===== src/hdl/tti_tx_pkg.sv =====
// Shared widths, descriptor fields and responder states for the TTI transmit path
package tti_tx_pkg;

  // Host-side word widths
  parameter int unsigned TtiDescWidth = 32;
  parameter int unsigned TtiDataWidth = 32;

  // One bus transfer
  parameter int unsigned TtiByteWidth = 8;

  // Queue occupancy count
  parameter int unsigned TtiDepthWidth = 16;

  // Byte length field inside a TX descriptor
  parameter int unsigned DescLenLsb = 0;
  parameter int unsigned DescLenMsb = 15;

  // Private-read responder states
  typedef enum logic [2:0] {
    TgtIdle,
    TgtAck,
    TgtSend,
    TgtNack,
    TgtAbort
  } tgt_state_e;

endpackage


===== src/hdl/descriptor_tx.sv =====
// TX descriptor handler; starts a message once its data is queued and flags the last byte
module descriptor_tx
  import tti_tx_pkg::*;
(
  input  logic                     clk_i,
  input  logic                     rst_ni,

  // Descriptor queue read side
  input  logic                     desc_valid_i,
  output logic                     desc_ready_o,
  input  logic [TtiDescWidth-1:0]  desc_i,

  // Occupancy of the data queue
  input  logic [TtiDepthWidth-1:0] data_depth_i,

  // Bytes from the converter
  input  logic                     byte_valid_i,
  output logic                     byte_ready_o,
  input  logic [TtiByteWidth-1:0]  byte_i,

  // Toward the read responder
  output logic [TtiByteWidth-1:0]  tx_byte_o,
  output logic                     tx_byte_valid_o,
  output logic                     tx_byte_last_o,
  input  logic                     tx_byte_ready_i,
  input  logic                     tx_abort_i,
  output logic                     tx_flush_o
);

  localparam int unsigned LenWidth = DescLenMsb - DescLenLsb + 1;

  logic [TtiDescWidth-1:0] desc_q;
  logic                    desc_held_q;
  logic                    pending_q;
  logic [LenWidth-1:0]     count_q;
  logic [LenWidth-1:0]     data_len;
  logic [LenWidth-1:0]     data_len_words;
  logic [TtiDepthWidth:0]  words_avail;
  logic                    capture;
  logic                    tx_start;
  logic                    tx_accept;
  logic                    tx_end;
  logic                    release_desc;

  // One descriptor at a time
  assign desc_ready_o = !desc_held_q;
  assign capture      = desc_valid_i && desc_ready_o;

  assign data_len       = desc_q[DescLenMsb:DescLenLsb];
  assign data_len_words = data_len >> 2;

  // The converter may already hold one word of this message
  assign words_avail = {1'b0, data_depth_i} + 1'b1;
  assign tx_start    = desc_held_q && !pending_q &&
                       (words_avail >= (TtiDepthWidth + 1)'(data_len_words));

  assign tx_byte_o       = byte_i;
  assign tx_byte_valid_o = pending_q && byte_valid_i;
  assign tx_byte_last_o  = (count_q == LenWidth'(1));
  assign byte_ready_o    = pending_q && tx_byte_ready_i;

  assign tx_accept    = tx_byte_valid_o && tx_byte_ready_i;
  assign tx_end       = tx_accept && tx_byte_last_o;
  assign release_desc = tx_end || tx_abort_i;

  // Remaining bytes and the converter go with the message
  assign tx_flush_o = release_desc;

  always_ff @(posedge clk_i) begin
    if (capture) desc_q <= desc_i;
  end

  always_ff @(posedge clk_i or negedge rst_ni) begin
    if (!rst_ni) begin
      desc_held_q <= 1'b0;
    end else if (desc_held_q && release_desc) begin
      desc_held_q <= 1'b0;
    end else if (capture) begin
      desc_held_q <= 1'b1;
    end
  end

  always_ff @(posedge clk_i or negedge rst_ni) begin
    if (!rst_ni) begin
      pending_q <= 1'b0;
    end else if (release_desc) begin
      pending_q <= 1'b0;
    end else if (tx_start) begin
      pending_q <= 1'b1;
    end
  end

  // Counts down the bytes still owed on the bus
  always_ff @(posedge clk_i or negedge rst_ni) begin
    if (!rst_ni) begin
      count_q <= '0;
    end else if (tx_abort_i) begin
      count_q <= '0;
    end else if (tx_start) begin
      count_q <= data_len;
    end else if (tx_accept) begin
      count_q <= count_q - 1'b1;
    end
  end

  // Only whole words per message
  a_desc_len_words: assert property (@(posedge clk_i) disable iff (!rst_ni)
    capture |=> (data_len != '0) && (data_len[1:0] == 2'b00))
    else $error("descriptor_tx: length is zero or not a multiple of 4");

endmodule


===== src/hdl/target_read_responder.sv =====
// Private-read responder FSM; ACKs or NACKs reads and drives message bytes on the bus port
module target_read_responder
  import tti_tx_pkg::*;
(
  input  logic                    clk_i,
  input  logic                    rst_ni,

  // Bus events
  input  logic                    read_req_i,
  input  logic                    bus_stop_i,
  input  logic                    bus_err_i,

  // Byte-level bus port
  input  logic                    bus_ready_i,
  output logic [TtiByteWidth-1:0] bus_byte_o,
  output logic                    bus_valid_o,
  output logic                    bus_tbit_o,
  output logic                    read_ack_o,
  output logic                    read_nack_o,

  // From the descriptor handler
  input  logic [TtiByteWidth-1:0] tx_byte_i,
  input  logic                    tx_byte_valid_i,
  input  logic                    tx_byte_last_i,
  output logic                    tx_byte_ready_o,
  output logic                    tx_abort_o
);

  tgt_state_e state_q;
  tgt_state_e state_d;
  logic       in_send;

  assign in_send = (state_q == TgtSend);

  always_comb begin
    state_d = state_q;
    unique case (state_q)
      TgtIdle: begin
        // A message must be ready at the request to ACK
        if (read_req_i) state_d = tx_byte_valid_i ? TgtAck : TgtNack;
      end
      TgtAck:  state_d = TgtSend;
      TgtSend: begin
        if (bus_valid_o && bus_ready_i && tx_byte_last_i) state_d = TgtIdle;
      end
      TgtNack:  state_d = TgtIdle;
      TgtAbort: state_d = TgtIdle;
      default:  state_d = TgtIdle;
    endcase
    // Stop or error wins in every state
    if (bus_stop_i || bus_err_i) state_d = TgtAbort;
  end

  always_ff @(posedge clk_i or negedge rst_ni) begin
    if (!rst_ni) begin
      state_q <= TgtIdle;
    end else begin
      state_q <= state_d;
    end
  end

  assign read_ack_o  = (state_q == TgtAck);
  assign read_nack_o = (state_q == TgtNack);
  assign tx_abort_o  = (state_q == TgtAbort);

  // Bytes pass through only while sending
  assign bus_byte_o      = tx_byte_i;
  assign bus_valid_o     = in_send && tx_byte_valid_i;
  assign bus_tbit_o      = bus_valid_o && tx_byte_last_i;
  assign tx_byte_ready_o = in_send && bus_ready_i;

  // An ACKed read offers its first byte right away
  a_ack_then_byte: assert property (@(posedge clk_i) disable iff (!rst_ni)
    (read_ack_o && !bus_stop_i && !bus_err_i) |=> bus_valid_o)
    else $error("target_read_responder: ACKed read has no byte to send");

  // Back-pressure keeps the upstream byte steady
  a_byte_held: assert property (@(posedge clk_i) disable iff (!rst_ni)
    (bus_valid_o && !bus_ready_i && !bus_stop_i && !bus_err_i)
      |=> bus_valid_o && $stable(bus_byte_o) && $stable(bus_tbit_o))
    else $error("target_read_responder: byte changed while stalled");

endmodule


===== src/hdl/tti_tx_fifo.sv =====
// Synchronous FIFO with occupancy count and flush, instanced for TX descriptors and TX data
module tti_tx_fifo
  import tti_tx_pkg::*;
#(
  parameter int unsigned Width = 32,
  parameter int unsigned Depth = 4
) (
  input  logic                     clk_i,
  input  logic                     rst_ni,
  input  logic                     flush_i,
  input  logic                     wvalid_i,
  output logic                     wready_o,
  input  logic [Width-1:0]         wdata_i,
  output logic                     rvalid_o,
  input  logic                     rready_i,
  output logic [Width-1:0]         rdata_o,
  output logic [TtiDepthWidth-1:0] depth_o
);

  localparam int unsigned PtrWidth = (Depth > 1) ? $clog2(Depth) : 1;
  localparam logic [TtiDepthWidth-1:0] DepthMax = TtiDepthWidth'(Depth);
  localparam logic [PtrWidth-1:0] PtrLast = PtrWidth'(Depth - 1);

  logic [Width-1:0]         mem_q [Depth];
  logic [PtrWidth-1:0]      wptr_q;
  logic [PtrWidth-1:0]      rptr_q;
  logic [TtiDepthWidth-1:0] count_q;
  logic                     push;
  logic                     pop;

  assign wready_o = (count_q != DepthMax);
  assign rvalid_o = (count_q != '0);
  assign rdata_o  = mem_q[rptr_q];
  assign depth_o  = count_q;
  assign push     = wvalid_i && wready_o;
  assign pop      = rvalid_o && rready_i;

  always_ff @(posedge clk_i) begin
    if (push) mem_q[wptr_q] <= wdata_i;
  end

  // Pointers wrap at the last entry, so any depth works
  always_ff @(posedge clk_i or negedge rst_ni) begin
    if (!rst_ni) begin
      wptr_q  <= '0;
      rptr_q  <= '0;
      count_q <= '0;
    end else if (flush_i) begin
      wptr_q  <= '0;
      rptr_q  <= '0;
      count_q <= '0;
    end else begin
      if (push) wptr_q <= (wptr_q == PtrLast) ? '0 : wptr_q + 1'b1;
      if (pop) rptr_q <= (rptr_q == PtrLast) ? '0 : rptr_q + 1'b1;
      if (push && !pop) count_q <= count_q + 1'b1;
      else if (pop && !push) count_q <= count_q - 1'b1;
    end
  end

  // Occupancy never passes the depth
  a_no_overflow: assert property (@(posedge clk_i) disable iff (!rst_ni)
    count_q <= DepthMax)
    else $error("tti_tx_fifo: occupancy above the queue depth");

  // Read pointer plus occupancy lands on the write pointer
  a_ptrs_match_count: assert property (@(posedge clk_i) disable iff (!rst_ni)
    ((32'(rptr_q) + 32'(count_q)) % Depth) == 32'(wptr_q))
    else $error("tti_tx_fifo: pointers and occupancy disagree");

endmodule


===== src/hdl/tti_tx_top.sv =====
// Top level of the TTI transmit path; host queues feed the converter, handler and responder
module tti_tx_top
  import tti_tx_pkg::*;
#(
  parameter int unsigned DescQueueDepth = 4,
  parameter int unsigned DataQueueDepth = 16
) (
  input  logic                    clk_i,
  input  logic                    rst_ni,

  // Host side
  input  logic                    desc_valid_i,
  output logic                    desc_ready_o,
  input  logic [TtiDescWidth-1:0] desc_data_i,
  input  logic                    data_valid_i,
  output logic                    data_ready_o,
  input  logic [TtiDataWidth-1:0] data_word_i,

  // Bus side
  input  logic                    read_req_i,
  input  logic                    bus_ready_i,
  input  logic                    bus_stop_i,
  input  logic                    bus_err_i,
  output logic [TtiByteWidth-1:0] bus_byte_o,
  output logic                    bus_valid_o,
  output logic                    bus_tbit_o,
  output logic                    read_ack_o,
  output logic                    read_nack_o
);

  logic                     desc_rvalid;
  logic                     desc_rready;
  logic [TtiDescWidth-1:0]  desc_rdata;
  logic                     data_rvalid;
  logic                     data_rready;
  logic [TtiDataWidth-1:0]  data_rdata;
  logic [TtiDepthWidth-1:0] data_depth;
  logic                     byte_valid;
  logic                     byte_ready;
  logic [TtiByteWidth-1:0]  byte_data;
  logic [TtiByteWidth-1:0]  tx_byte;
  logic                     tx_byte_valid;
  logic                     tx_byte_last;
  logic                     tx_byte_ready;
  logic                     tx_abort;
  logic                     tx_flush;

  tti_tx_fifo #(
    .Width(TtiDescWidth),
    .Depth(DescQueueDepth)
  ) i_desc_queue (
    .clk_i,
    .rst_ni,
    .flush_i (1'b0),
    .wvalid_i(desc_valid_i),
    .wready_o(desc_ready_o),
    .wdata_i (desc_data_i),
    .rvalid_o(desc_rvalid),
    .rready_i(desc_rready),
    .rdata_o (desc_rdata),
    .depth_o ()
  );

  tti_tx_fifo #(
    .Width(TtiDataWidth),
    .Depth(DataQueueDepth)
  ) i_data_queue (
    .clk_i,
    .rst_ni,
    .flush_i (tx_flush),
    .wvalid_i(data_valid_i),
    .wready_o(data_ready_o),
    .wdata_i (data_word_i),
    .rvalid_o(data_rvalid),
    .rready_i(data_rready),
    .rdata_o (data_rdata),
    .depth_o (data_depth)
  );

  tx_word_to_byte i_word_to_byte (
    .clk_i,
    .rst_ni,
    .flush_i     (tx_flush),
    .word_valid_i(data_rvalid),
    .word_ready_o(data_rready),
    .word_i      (data_rdata),
    .byte_valid_o(byte_valid),
    .byte_ready_i(byte_ready),
    .byte_o      (byte_data)
  );

  descriptor_tx i_descriptor_tx (
    .clk_i,
    .rst_ni,
    .desc_valid_i   (desc_rvalid),
    .desc_ready_o   (desc_rready),
    .desc_i         (desc_rdata),
    .data_depth_i   (data_depth),
    .byte_valid_i   (byte_valid),
    .byte_ready_o   (byte_ready),
    .byte_i         (byte_data),
    .tx_byte_o      (tx_byte),
    .tx_byte_valid_o(tx_byte_valid),
    .tx_byte_last_o (tx_byte_last),
    .tx_byte_ready_i(tx_byte_ready),
    .tx_abort_i     (tx_abort),
    .tx_flush_o     (tx_flush)
  );

  target_read_responder i_read_responder (
    .clk_i,
    .rst_ni,
    .read_req_i,
    .bus_stop_i,
    .bus_err_i,
    .bus_ready_i,
    .bus_byte_o,
    .bus_valid_o,
    .bus_tbit_o,
    .read_ack_o,
    .read_nack_o,
    .tx_byte_i      (tx_byte),
    .tx_byte_valid_i(tx_byte_valid),
    .tx_byte_last_i (tx_byte_last),
    .tx_byte_ready_o(tx_byte_ready),
    .tx_abort_o     (tx_abort)
  );

endmodule


===== src/hdl/tx_word_to_byte.sv =====
// Word-to-byte converter between the TX data queue and the descriptor handler
module tx_word_to_byte
  import tti_tx_pkg::*;
(
  input  logic                    clk_i,
  input  logic                    rst_ni,
  input  logic                    flush_i,
  input  logic                    word_valid_i,
  output logic                    word_ready_o,
  input  logic [TtiDataWidth-1:0] word_i,
  output logic                    byte_valid_o,
  input  logic                    byte_ready_i,
  output logic [TtiByteWidth-1:0] byte_o
);

  localparam int unsigned BytesPerWord = TtiDataWidth / TtiByteWidth;
  localparam logic [1:0] LastIdx = 2'(BytesPerWord - 1);

  logic [TtiDataWidth-1:0] word_q;
  logic [1:0]              idx_q;
  logic                    full_q;
  logic                    load;
  logic                    advance;

  // Takes a new word only once the held one is used up
  assign word_ready_o = !full_q;
  assign load         = word_valid_i && word_ready_o;

  assign byte_valid_o = full_q;
  assign advance      = byte_valid_o && byte_ready_i;

  // Least significant byte goes out first
  assign byte_o = word_q[idx_q*TtiByteWidth +: TtiByteWidth];

  always_ff @(posedge clk_i) begin
    if (load) word_q <= word_i;
  end

  always_ff @(posedge clk_i or negedge rst_ni) begin
    if (!rst_ni) begin
      full_q <= 1'b0;
      idx_q  <= '0;
    end else if (flush_i) begin
      full_q <= 1'b0;
      idx_q  <= '0;
    end else if (load) begin
      full_q <= 1'b1;
      idx_q  <= '0;
    end else if (advance) begin
      idx_q <= idx_q + 1'b1;
      // Fourth byte gone, slot is free again
      if (idx_q == LastIdx) full_q <= 1'b0;
    end
  end

endmodule


===== config.mk =====
export PLATFORM = sky130hd
export DESIGN_NAME = tti_tx_top
export DESIGN_NICKNAME = d
export VERILOG_FILES = /design/src/hdl/tti_tx_pkg.sv /design/src/hdl/descriptor_tx.sv /design/src/hdl/target_read_responder.sv /design/src/hdl/tti_tx_fifo.sv /design/src/hdl/tti_tx_top.sv /design/src/hdl/tx_word_to_byte.sv
export SDC_FILE = /design/constraint.sdc
export NUM_CORES = 1
export LEC_CHECK = 0
export BUFFER_PORTS_ARGS = -buffer_cell sky130_fd_sc_hd__buf_2
export CAP_MARGIN = 5
export CORE_UTILIZATION = 45
export DETAILED_ROUTE_END_ITERATION = 10
export SYNTH_ARGS = -nofsm -noshare
export SYNTH_HDL_FRONTEND = slang
export SYNTH_SLANG_ARGS = --single-unit

===== constraint.sdc =====
create_clock -name clk_i -period 6 [get_ports clk_i]
set_input_delay 0.9 -clock clk_i [delete_from_list [all_inputs] [get_ports clk_i]]
set_output_delay 0.9 -clock clk_i [all_outputs]
set_load 0.02 [all_outputs]

==> reports/metrics.csv, run 1 <==
metric,value,unit
synthArstFlopShare,0.0983,
dieArea,65700,sq um
syn_nets,1875,
multi_input_area,8220,sq um
power_density,429,nW/um^2
hold_ws,0.426,ns
gr-total-overflow,0,
period_minus_slack,4.53,ns
postCtsSetupRepairBufs,0,
drt_iter0_drc,1279,
dp_hpwl,36400,microns
maxCapViolCount,0,
antenna_found_initial,6,
placementRows,92,
routabilityCongestion,0.768,
skew,0.0214,ns
slew_headroom,0.266,
clock-sinks,692,
clkTransAtPathRegs,0.06,ns
cts-root-buf,clkbuf_16,
cts_tree,built,
comb_power_share,0.255,
cp_max_fo,15,
die_x,256,microns
firstDrtPassIters,5,
start_kind,flop,
rsz0062_at_grt,no,
seq_area,20400,sq um
syn_avg_cell_area,16.7,sq um
status,finished clean,
internal_power,9830,uW
layout-drive-gt1-share,0.199,
coreArea,63400,sq um
vias,15500,
yosys_most_used_dff,edfxtp_1,
synth_cell_types,80,
p_sw,4220,uW
cp.required,6.49,ns
worst_pin_slew,1.10,ns
grt_pass1_wl,97200,microns
crit_type,reg -> reg,
initial_core_util,0.459,
wl_per_cell,23.5,microns
regToRegStartpoint,i_data_queue.depth_o[0],
power_frac_seq,0.444,
ys_ff_latch,692,
synth_seq_area_share,0.703,
max-vdd-ir-drop,0.243,mV
setup_violations,0,
period_share,0.754,
yosys_warnings,0,
hold_path.class,in -> async,
fillers,5089,
dieHeight,256,microns
cts_resized,0,
cts.htree.levels,3,
routed_wl,64300,microns
area_growth,12.5,%
grt_max_degree,69,
netlist_area,29100,sq um
drc,0,
synth_edf_count,624,
ctsHoldBuffers,0,
crit_path_start,i_data_queue.depth_o[0],
cts_made_buffers,73,
grt_use_total,0.197,
critPathArrivalTime,5.02,ns
pin_count,86,
fin_nets,1970,
clkPwrFrac,0.301,
netlist_instances,1742,
critPathCaptureType,flop,
drt-vias-per-instance,5.67,
swShare,0.300,
io_buffers,69,
max_freq,0.221,GHz
ant_nets,0,
hold_viol_final,0,
ctsLongestPathBuffers,3,
grt_pass1_vias,15800,
p_leak,0.0110,uW
finalMaxSlewViolations,0,
fin_setup_tns,0,ns
insertion_delay,0.61,ns
## critical path: stages, from the launching register on
cell and delay (ns):
dfrtp_1 0.51, inv_1 0.13, ha_1 0.22, nor4b_1 0.13, and4_1 0.26, nand2_1 0.12
nand2_2 0.14, inv_2 0.14, ha_1 0.31, inv_1 0.32, ha_1 0.44, nor2b_1 0.26
o2111ai_1 0.17, a21oi_1 0.27, nor2_1 0.11, o41ai_1 0.49, o21ai_0 0.16, a32o_1 0.22
## synthesized netlist by cell type (all sizes together), types with 29 or more instances
cell type / instances / area, sq um
a21oi: 72 / 364
a221oi: 32 / 280
a22oi: 32 / 240
buf: 37 / 208
clkbuf: 46 / 173
dfrtp: 68 / 1700
edfxtp: 624 / 18700
ha: 59 / 738
inv: 39 / 146
mux2i: 112 / 1120
mux4: 88 / 1980
nand2: 103 / 392
nor2: 66 / 267
nor3: 38 / 230
o21ai: 90 / 454
xnor2: 29 / 254
## path summary, 6_finish.rpt
| path | end | cells after the start | slack (ns) |
|---|---|---|---|
| worst max-delay path | i_data_queue.depth_o[14] | 17 | 1.47 |
| worst min-delay path | i_data_queue.depth_o[8] | 1 | 0.43 |
| worst max register to register | i_data_queue.depth_o[14] | 17 | 1.47 |
| worst min register to register | i_desc_queue.depth_o[15] | 1 | 0.49 |
| max in group asynchronous | i_data_queue.rptr_q[0] | 1 | 4.79 |
| min in group clk_i | i_desc_queue.depth_o[15] | 1 | 0.49 |
## power groups by stage
stage	clock network [uW]	logic (uW)	registers, uW
after global routing	4510	3960	6300
after detailed placement	0	3600	6350
final	4230	3590	6240
after floorplan	0	2960	6070
after CTS	4320	3620	6250
after global placement	0	3550	6330
## per-stage QoR
step	total power (uW)	setup slack [ns]	instances	util	area (sq um)
after detailed placement	9950	1.48	2608	0.481	30500
final	14100	1.47	2741	0.516	32700
after global routing	14800	1.09	2737	0.516	32700
after global placement	9880	1.48	2608	0.481	30500
after floorplan	9040	0.991	1742	-	29100
after CTS	14200	1.45	2736	0.516	32700
## flip-flops by register name, indices dropped and copies added, names as in the netlist
register	count
i_data_queue.mem_q	512
i_desc_queue.mem_q	64
i_word_to_byte.idx_q	2
i_descriptor_tx.desc_q	16
i_desc_queue.wptr_q	2
i_data_queue.wptr_q	4
i_desc_queue.rptr_q	2
i_data_queue.rptr_q	4
i_read_responder.state_q	3
i_data_queue.depth_o	16
i_descriptor_tx.desc_held_q	1
i_descriptor_tx.pending_q	1
i_word_to_byte.word_q	32
i_descriptor_tx.count_q	16
i_word_to_byte.byte_valid_o	1
i_desc_queue.depth_o	16
## cells in the final DEF, fill, tap and decap left out, types with 29 or more instances in the layout
master,n
edfxtp_1,624
mux2i_1,112
buf_2,68
a221oi_1,32
nand2_1,101
mux4_2,88
clkbuf_16,75
dfrtp_1,65
xnor2_1,29
buf_4,33
ha_1,59
inv_1,38
nor2_1,60
a21oi_1,71
o21ai_0,86
a22oi_1,32
## metal layers
metal | GRT usage | wire length, microns | up-vias
li1 | - | - | 7106
met1 | 0.280 | 29400 | 7986
met2 | 0.315 | 30500 | 369
met3 | 0.0328 | 3300 | 75
met4 | 0.0522 | 1040 | 4
met5 | 0 | 23 | -
## cell type report
class | instances | share of cell area
tap | 846 | 0.0323
timing repair buffer | 103 | 0.0192
antenna | 5 | 0.000382
clock inverter | 28 | 0.00749
inverter | 39 | 0.00447
clock buffer | 100 | 0.0605
multi-input combinational | 928 | 0.251
sequential | 692 | 0.625
## cells by family after synthesis
| logic type | count (synthesis) | share of synthesized area |
|---|---|---|
| compound gates | 298 | 0.0684 |
| buf+inv | 122 | 0.0181 |
| flops | 692 | 0.703 |
| fa+ha+maj | 61 | 0.0268 |
| xor+xnor | 53 | 0.0160 |
| mux | 227 | 0.117 |
| simple gates | 289 | 0.0508 |
Power figures use the tool's default switching activity.
==> inputs of run 2 (changes only) <==
clock period = 4.4 ns   (was 6 ns; I/O delays follow)
==> run 2 against run 1 <==
Clock power increased by 41%. Highest routed layer unchanged. First-iteration DRC count down 6.6%. Largest cell class unchanged. Die area is the same. Combinational power is 42% higher. Power rose by 39%.
==> reports/metrics.csv, run 2 (synthesis gave the netlist of run 1 again) <==
metric,value,unit
max_freq,0.245,GHz
postCtsSetupRepairBufs,0,
layout-drive-gt1-share,0.212,
grt_max_degree,69,
cts_tree,built,
worst_pin_slew,0.985,ns
routabilityCongestion,0.782,
setup_ws,0.324,ns
final_cell_mix,"edfxtp_1 (624), mux2i_1 (112), nand2_1 (101)",
final_common_cell,edfxtp_1,
dp_slack,0.231,ns
max-vdd-ir-drop,0.270,mV
wl_per_cell,23.6,microns
critical_path.max_stage_delay,0.44,ns
crit_type,reg -> reg,
largest_reg_flops,512,
status,finished clean,
ctsLongestPathBuffers,3,
cts_made_buffers,74,
setup_violations,0,
io_buffers,69,
clkTransAtPathRegs,0.06,ns
internal_power,13700,uW
hold_ws,0.195,ns
clkPwrFrac,0.305,
cp_num_buf_inv,4,
gr-total-overflow,0,
firstDrtPassIters,5,
skew,0.0214,ns
p_leak,0.0112,uW
fin_setup_tns,0,ns
drt-vias-per-instance,5.67,
initial_core_util,0.459,
maxCapViolCount,0,
critPathCaptureType,flop,
dp_hpwl,38100,microns
grt_pass1_vias,15700,
insertion_delay,0.62,ns
cts_resized,0,
cp.required,4.95,ns
power_density,589,nW/um^2
power_frac_seq,0.435,
power,19500,uW
period_minus_slack,4.08,ns
critPathArrivalTime,4.63,ns
comb_power_share,0.260,
swShare,0.300,
dieHeight,256,microns
ant_nets,0,
area_growth,14.0,%
cp_max_fo,13,
crit_top_cell,ha_1,
fillers,5055,
crit_chain,inv_1 -> ha_1 -> nor4b_2 -> and4_2 -> nand2_1 -> nand2_4 -> inv_2 -> ha_1 -> inv_1 -> buf_6 -> ha_1 -> o21ai_0 -> o21bai_2 -> o211ai_2 -> a31oi_4 -> mux2_4 -> or4_1 -> nand2_1,
clock-sinks,692,
cts-root-buf,clkbuf_16,
p_sw,5860,uW
dieArea,65700,sq um
routed_wl,65300,microns
drt_iter0_drc,1194,
start_kind,flop,
hold_viol_final,0,
top_register,i_data_queue.mem_q,
hold_path.class,in -> async,
ctsHoldBuffers,0,
rsz0062_at_grt,no,
coreArea,63400,sq um
period_share,0.926,
placementRows,92,
grt_use_total,0.201,
fin_nets,1992,
cp_slowest_cell,dfrtp_1,
grt_pass1_wl,98300,microns
top_regs,"i_data_queue.mem_q: 512 flops, i_desc_queue.mem_q: 64 flops, i_word_to_byte.word_q: 32 flops",
finalMaxSlewViolations,0,
pin_count,86,
antenna_found_initial,8,
timing.critical_path.max_delay_family,simple AND/OR/NAND/NOR gates,
drc,0,
finalCoreUtilization,0.523,
die_x,256,microns
slew_headroom,0.343,
cts.htree.levels,3,
vias,15700,
-- run 2: cell count changes in the layout (fill, tap and decap cells not counted), moves of 4 or more --
cell	change
buf_4	+11
clkbuf_1	-9
buf_12	+9
clkbuf_16	+5
diode_2	-4
clkinv_1	+9
-- run 2: final cells by class --
class | instances | area, sq um | area share
sequential | 692 | 20400 | 0.617
multi-input combinational | 928 | 8250 | 0.249
clock buffer | 96 | 2070 | 0.0625
tap | 846 | 1060 | 0.0319
timing repair buffer | 124 | 902 | 0.0272
clock inverter | 38 | 278 | 0.00838
inverter | 39 | 146 | 0.00442
antenna | 1 | 2.50 | 0.0000755
-- run 2: routing by layer --
metal,vias up,part of all wire,track usage
li1,7154,-,-
met1,8019,0.44,0.279
met2,368,0.48,0.320
met3,116,0.053,0.0374
met4,10,0.024,0.0665
met5,-,0.00095,0
-- run 2: path summary, 6_finish.rpt --
check	from	end	slack, ns	cells past startpoint
worst max register to register	i_data_queue.depth_o[1]	i_data_queue.depth_o[15]	0.32	18
worst max-delay path	i_data_queue.depth_o[1]	i_data_queue.depth_o[15]	0.32	18
max in group asynchronous	rst_ni	i_data_queue.rptr_q[1]	3.47	1
min in group clk_i	desc_data_i[9]	i_desc_queue.mem_q[1][9]	0.27	1
worst min register to register	i_desc_queue.depth_o[15]	i_desc_queue.depth_o[15]	0.49	1
worst min-delay path	rst_ni	i_data_queue.depth_o[11]	0.19	1
-- run 2: worst register-to-register path: stages (launching register included) --
cell	delay, ns
dfrtp_1	0.44
inv_1	0.11
ha_1	0.20
nor4b_2	0.16
and4_2	0.22
nand2_1	0.13
nand2_4	0.11
inv_2	0.14
ha_1	0.30
inv_1	0.13
buf_6	0.17
ha_1	0.33
o21ai_0	0.14
o21bai_2	0.25
o211ai_2	0.16
a31oi_4	0.23
mux2_4	0.32
or4_1	0.40
nand2_1	0.08
-- run 2: power groups by stage --
stage / Clock (uW) / Combinational, uW / Sequential [uW]
global placement: 0 / 4980 / 8610
finish: 5960 / 5080 / 8490
floorplan: 0 / 4040 / 8280
global route: 6360 / 5610 / 8560
CTS: 6090 / 5090 / 8500
detailed placement: 0 / 5070 / 8620
-- run 2: metrics by stage --
step                      instance area, sq um  cells
after floorplan                          29100   1742
after global placement                   30800   2629
after detailed placement                 30800   2629
after CTS                                33100   2763
after global routing                     33200   2763
final                                    33200   2764
==> inputs of run 3 (changes only) <==
BUFFER_PORTS_ARGS = -buffer_cell sky130_fd_sc_hd__buf_4   (was -buffer_cell sky130_fd_sc_hd__buf_2)
SLEW_MARGIN = 5   (was unset)
==> run 3 against run 2 <==
First-iteration DRC count fell by 15%. Combinational power fell by 1%. Global-route usage fell by 0.38 points. Cell area rose by 0.22%. Critical path type unchanged. Clock power fell by 0.8%. Via count rose by 0.20%. Sequential cell count did not move. Highest routed layer unchanged. Utilization rose by 0.11 points. Fmax fell by 1.3%. Die area did not move. Wire length fell by 1.5%. Clock skew rose by 0.0054 ns.
==> reports/metrics.csv, run 3 (synthesis gave the netlist of run 1 again) <==
metric,value,unit
status,finished clean,
p_sw,5880,uW
crit_chain,inv_1 -> ha_1 -> nor4b_1 -> and4_2 -> nand2_1 -> nand2_4 -> inv_2 -> ha_1 -> inv_1 -> buf_4 -> ha_1 -> o21ai_0 -> o21bai_2 -> o211ai_2 -> a31oi_4 -> mux2_4 -> or4_1 -> nand2_1,
finalMaxSlewViolations,0,
period_minus_slack,4.13,ns
skew,0.0268,ns
internal_power,13600,uW
initial_core_util,0.459,
final_cell_mix,"edfxtp_1 (624), mux2i_1 (112), buf_4 (109)",
start_kind,flop,
cp_max_fo,13,
period_share,0.938,
insertion_delay,0.63,ns
critPathArrivalTime,4.69,ns
fin_setup_tns,0,ns
hold_path.class,in -> async,
setup_violations,0,
swShare,0.302,
crit_path_start,i_data_queue.depth_o[1],
setup_ws,0.271,ns
final_common_cell,edfxtp_1,
top_register,i_data_queue.mem_q,
dp_slack,0.174,ns
grt_max_degree,69,
critPathCaptureType,flop,
clock-sinks,692,
drt-vias-per-instance,5.69,
max-vdd-ir-drop,0.296,mV
area_growth,14.2,%
ant_nets,0,
clkPwrFrac,0.303,
worst_pin_slew,1.14,ns
firstDrtPassIters,4,
ctsLongestPathBuffers,3,
placementRows,92,
grt_pass1_vias,15700,
maxCapViolCount,0,
cts_tree,built,
top_regs,"i_data_queue.mem_q: 512 flops, i_desc_queue.mem_q: 64 flops, i_word_to_byte.word_q: 32 flops",
drc,0,
layout.cells.non_filler,2760,
gr-total-overflow,0,
critical_path.max_stage_delay,0.45,ns
power_density,586,nW/um^2
power,19500,uW
wl_per_cell,23.3,microns
pin_count,86,
p_leak,0.0112,uW
max_freq,0.242,GHz
dieArea,65700,sq um
slew_headroom,0.239,
power_frac_seq,0.439,
dp_hpwl,37600,microns
fin_nets,1988,
crit_top_cell,ha_1,
die_x,256,microns
cp.required,4.96,ns
cts_made_buffers,74,
layout-drive-gt1-share,0.206,
largest_reg_flops,512,
worstRegToRegCells,18,
grt_use_total,0.197,
postCtsSetupRepairBufs,0,
antenna_found_initial,5,
finalCoreUtilization,0.524,
dp.cells,2625,
io_buffers,69,
cp_slowest_cell,dfrtp_1,
clkTransAtPathRegs,0.06,ns
vias,15700,
drt_iter0_drc,1011,
crit_type,reg -> reg,
comb_power_share,0.258,
rsz0062_at_grt,no,
routed_wl,64400,microns
cts-root-buf,clkbuf_16,
regToRegStartpoint,i_data_queue.depth_o[1],
routabilityCongestion,0.791,
dieHeight,256,microns
coreArea,63400,sq um
cts.htree.levels,3,
grt_pass1_wl,97600,microns
hold_viol_final,0,
## run 3: changes by cell type in the layout (fill, tap and decap cells not counted), moves of 2 or more
cell,delta
buf_4,+65
inv_16,+2
clkinv_2,-2
clkbuf_1,+10
clkbuf_16,-5
buf_2,-68
## run 3: metrics by stage
step,instance area [sq um],hold WS [ns]
after floorplan,29100,0.364
after global placement,30900,0.469
after detailed placement,30900,0.470
after CTS,33200,0.197
after global routing,33200,0.214
final,33200,0.170
## run 3: repair_timing
item	CTS	global route
hold buffers	0	0
endpoints found under the setup margin	0	3
gates resized for setup	0	7
## run 3: path summary, 6_finish.rpt
path                                             endpoint  slack, ns
worst max register to register   i_data_queue.depth_o[15]       0.27
min in group clk_i              i_desc_queue.mem_q[3][13]       0.23
max in group asynchronous          i_data_queue.rptr_q[1]       3.49
worst min register to register   i_desc_queue.depth_o[15]       0.47
worst max-delay path             i_data_queue.depth_o[15]       0.27
worst min-delay path             i_data_queue.depth_o[12]       0.17
## run 3: final cells by class
| type | count | area [sq um] |
|---|---|---|
| antenna | 1 | 2.50 |
| clock buffer | 100 | 1970 |
| clock inverter | 34 | 318 |
| fill | 5101 | 30200 |
| inverter | 39 | 150 |
| multi-input combinational | 928 | 8240 |
| sequential | 692 | 20400 |
| tap | 846 | 1060 |
| timing repair buffer | 120 | 1040 |
## run 3: worst max-delay path, delay by kind of cell, from the launching register on
family | cells | cell delay (ns)
flops | 1 | 0.45
simple gates | 6 | 1.09
mux | 1 | 0.33
compound gates | 4 | 0.80
buf+inv | 4 | 0.57
fa+ha+maj | 3 | 0.84
## run 3: power groups by stage
stage / clock network [uW] / logic (uW) / registers [uW]
floorplan: 0 / 4040 / 8280
global placement: 0 / 4940 / 8670
detailed placement: 0 / 5000 / 8680
CTS: 6030 / 5040 / 8550
global route: 6270 / 5540 / 8620
finish: 5910 / 5020 / 8540
## run 3: metal layers
metal | global-route usage | part of all wire | up-vias
li1 | - | - | 7134
met1 | 0.283 | 0.45 | 8140
met2 | 0.314 | 0.48 | 335
met3 | 0.0304 | 0.050 | 83
met4 | 0.0536 | 0.016 | 6
met5 | 0 | 0.00054 | -
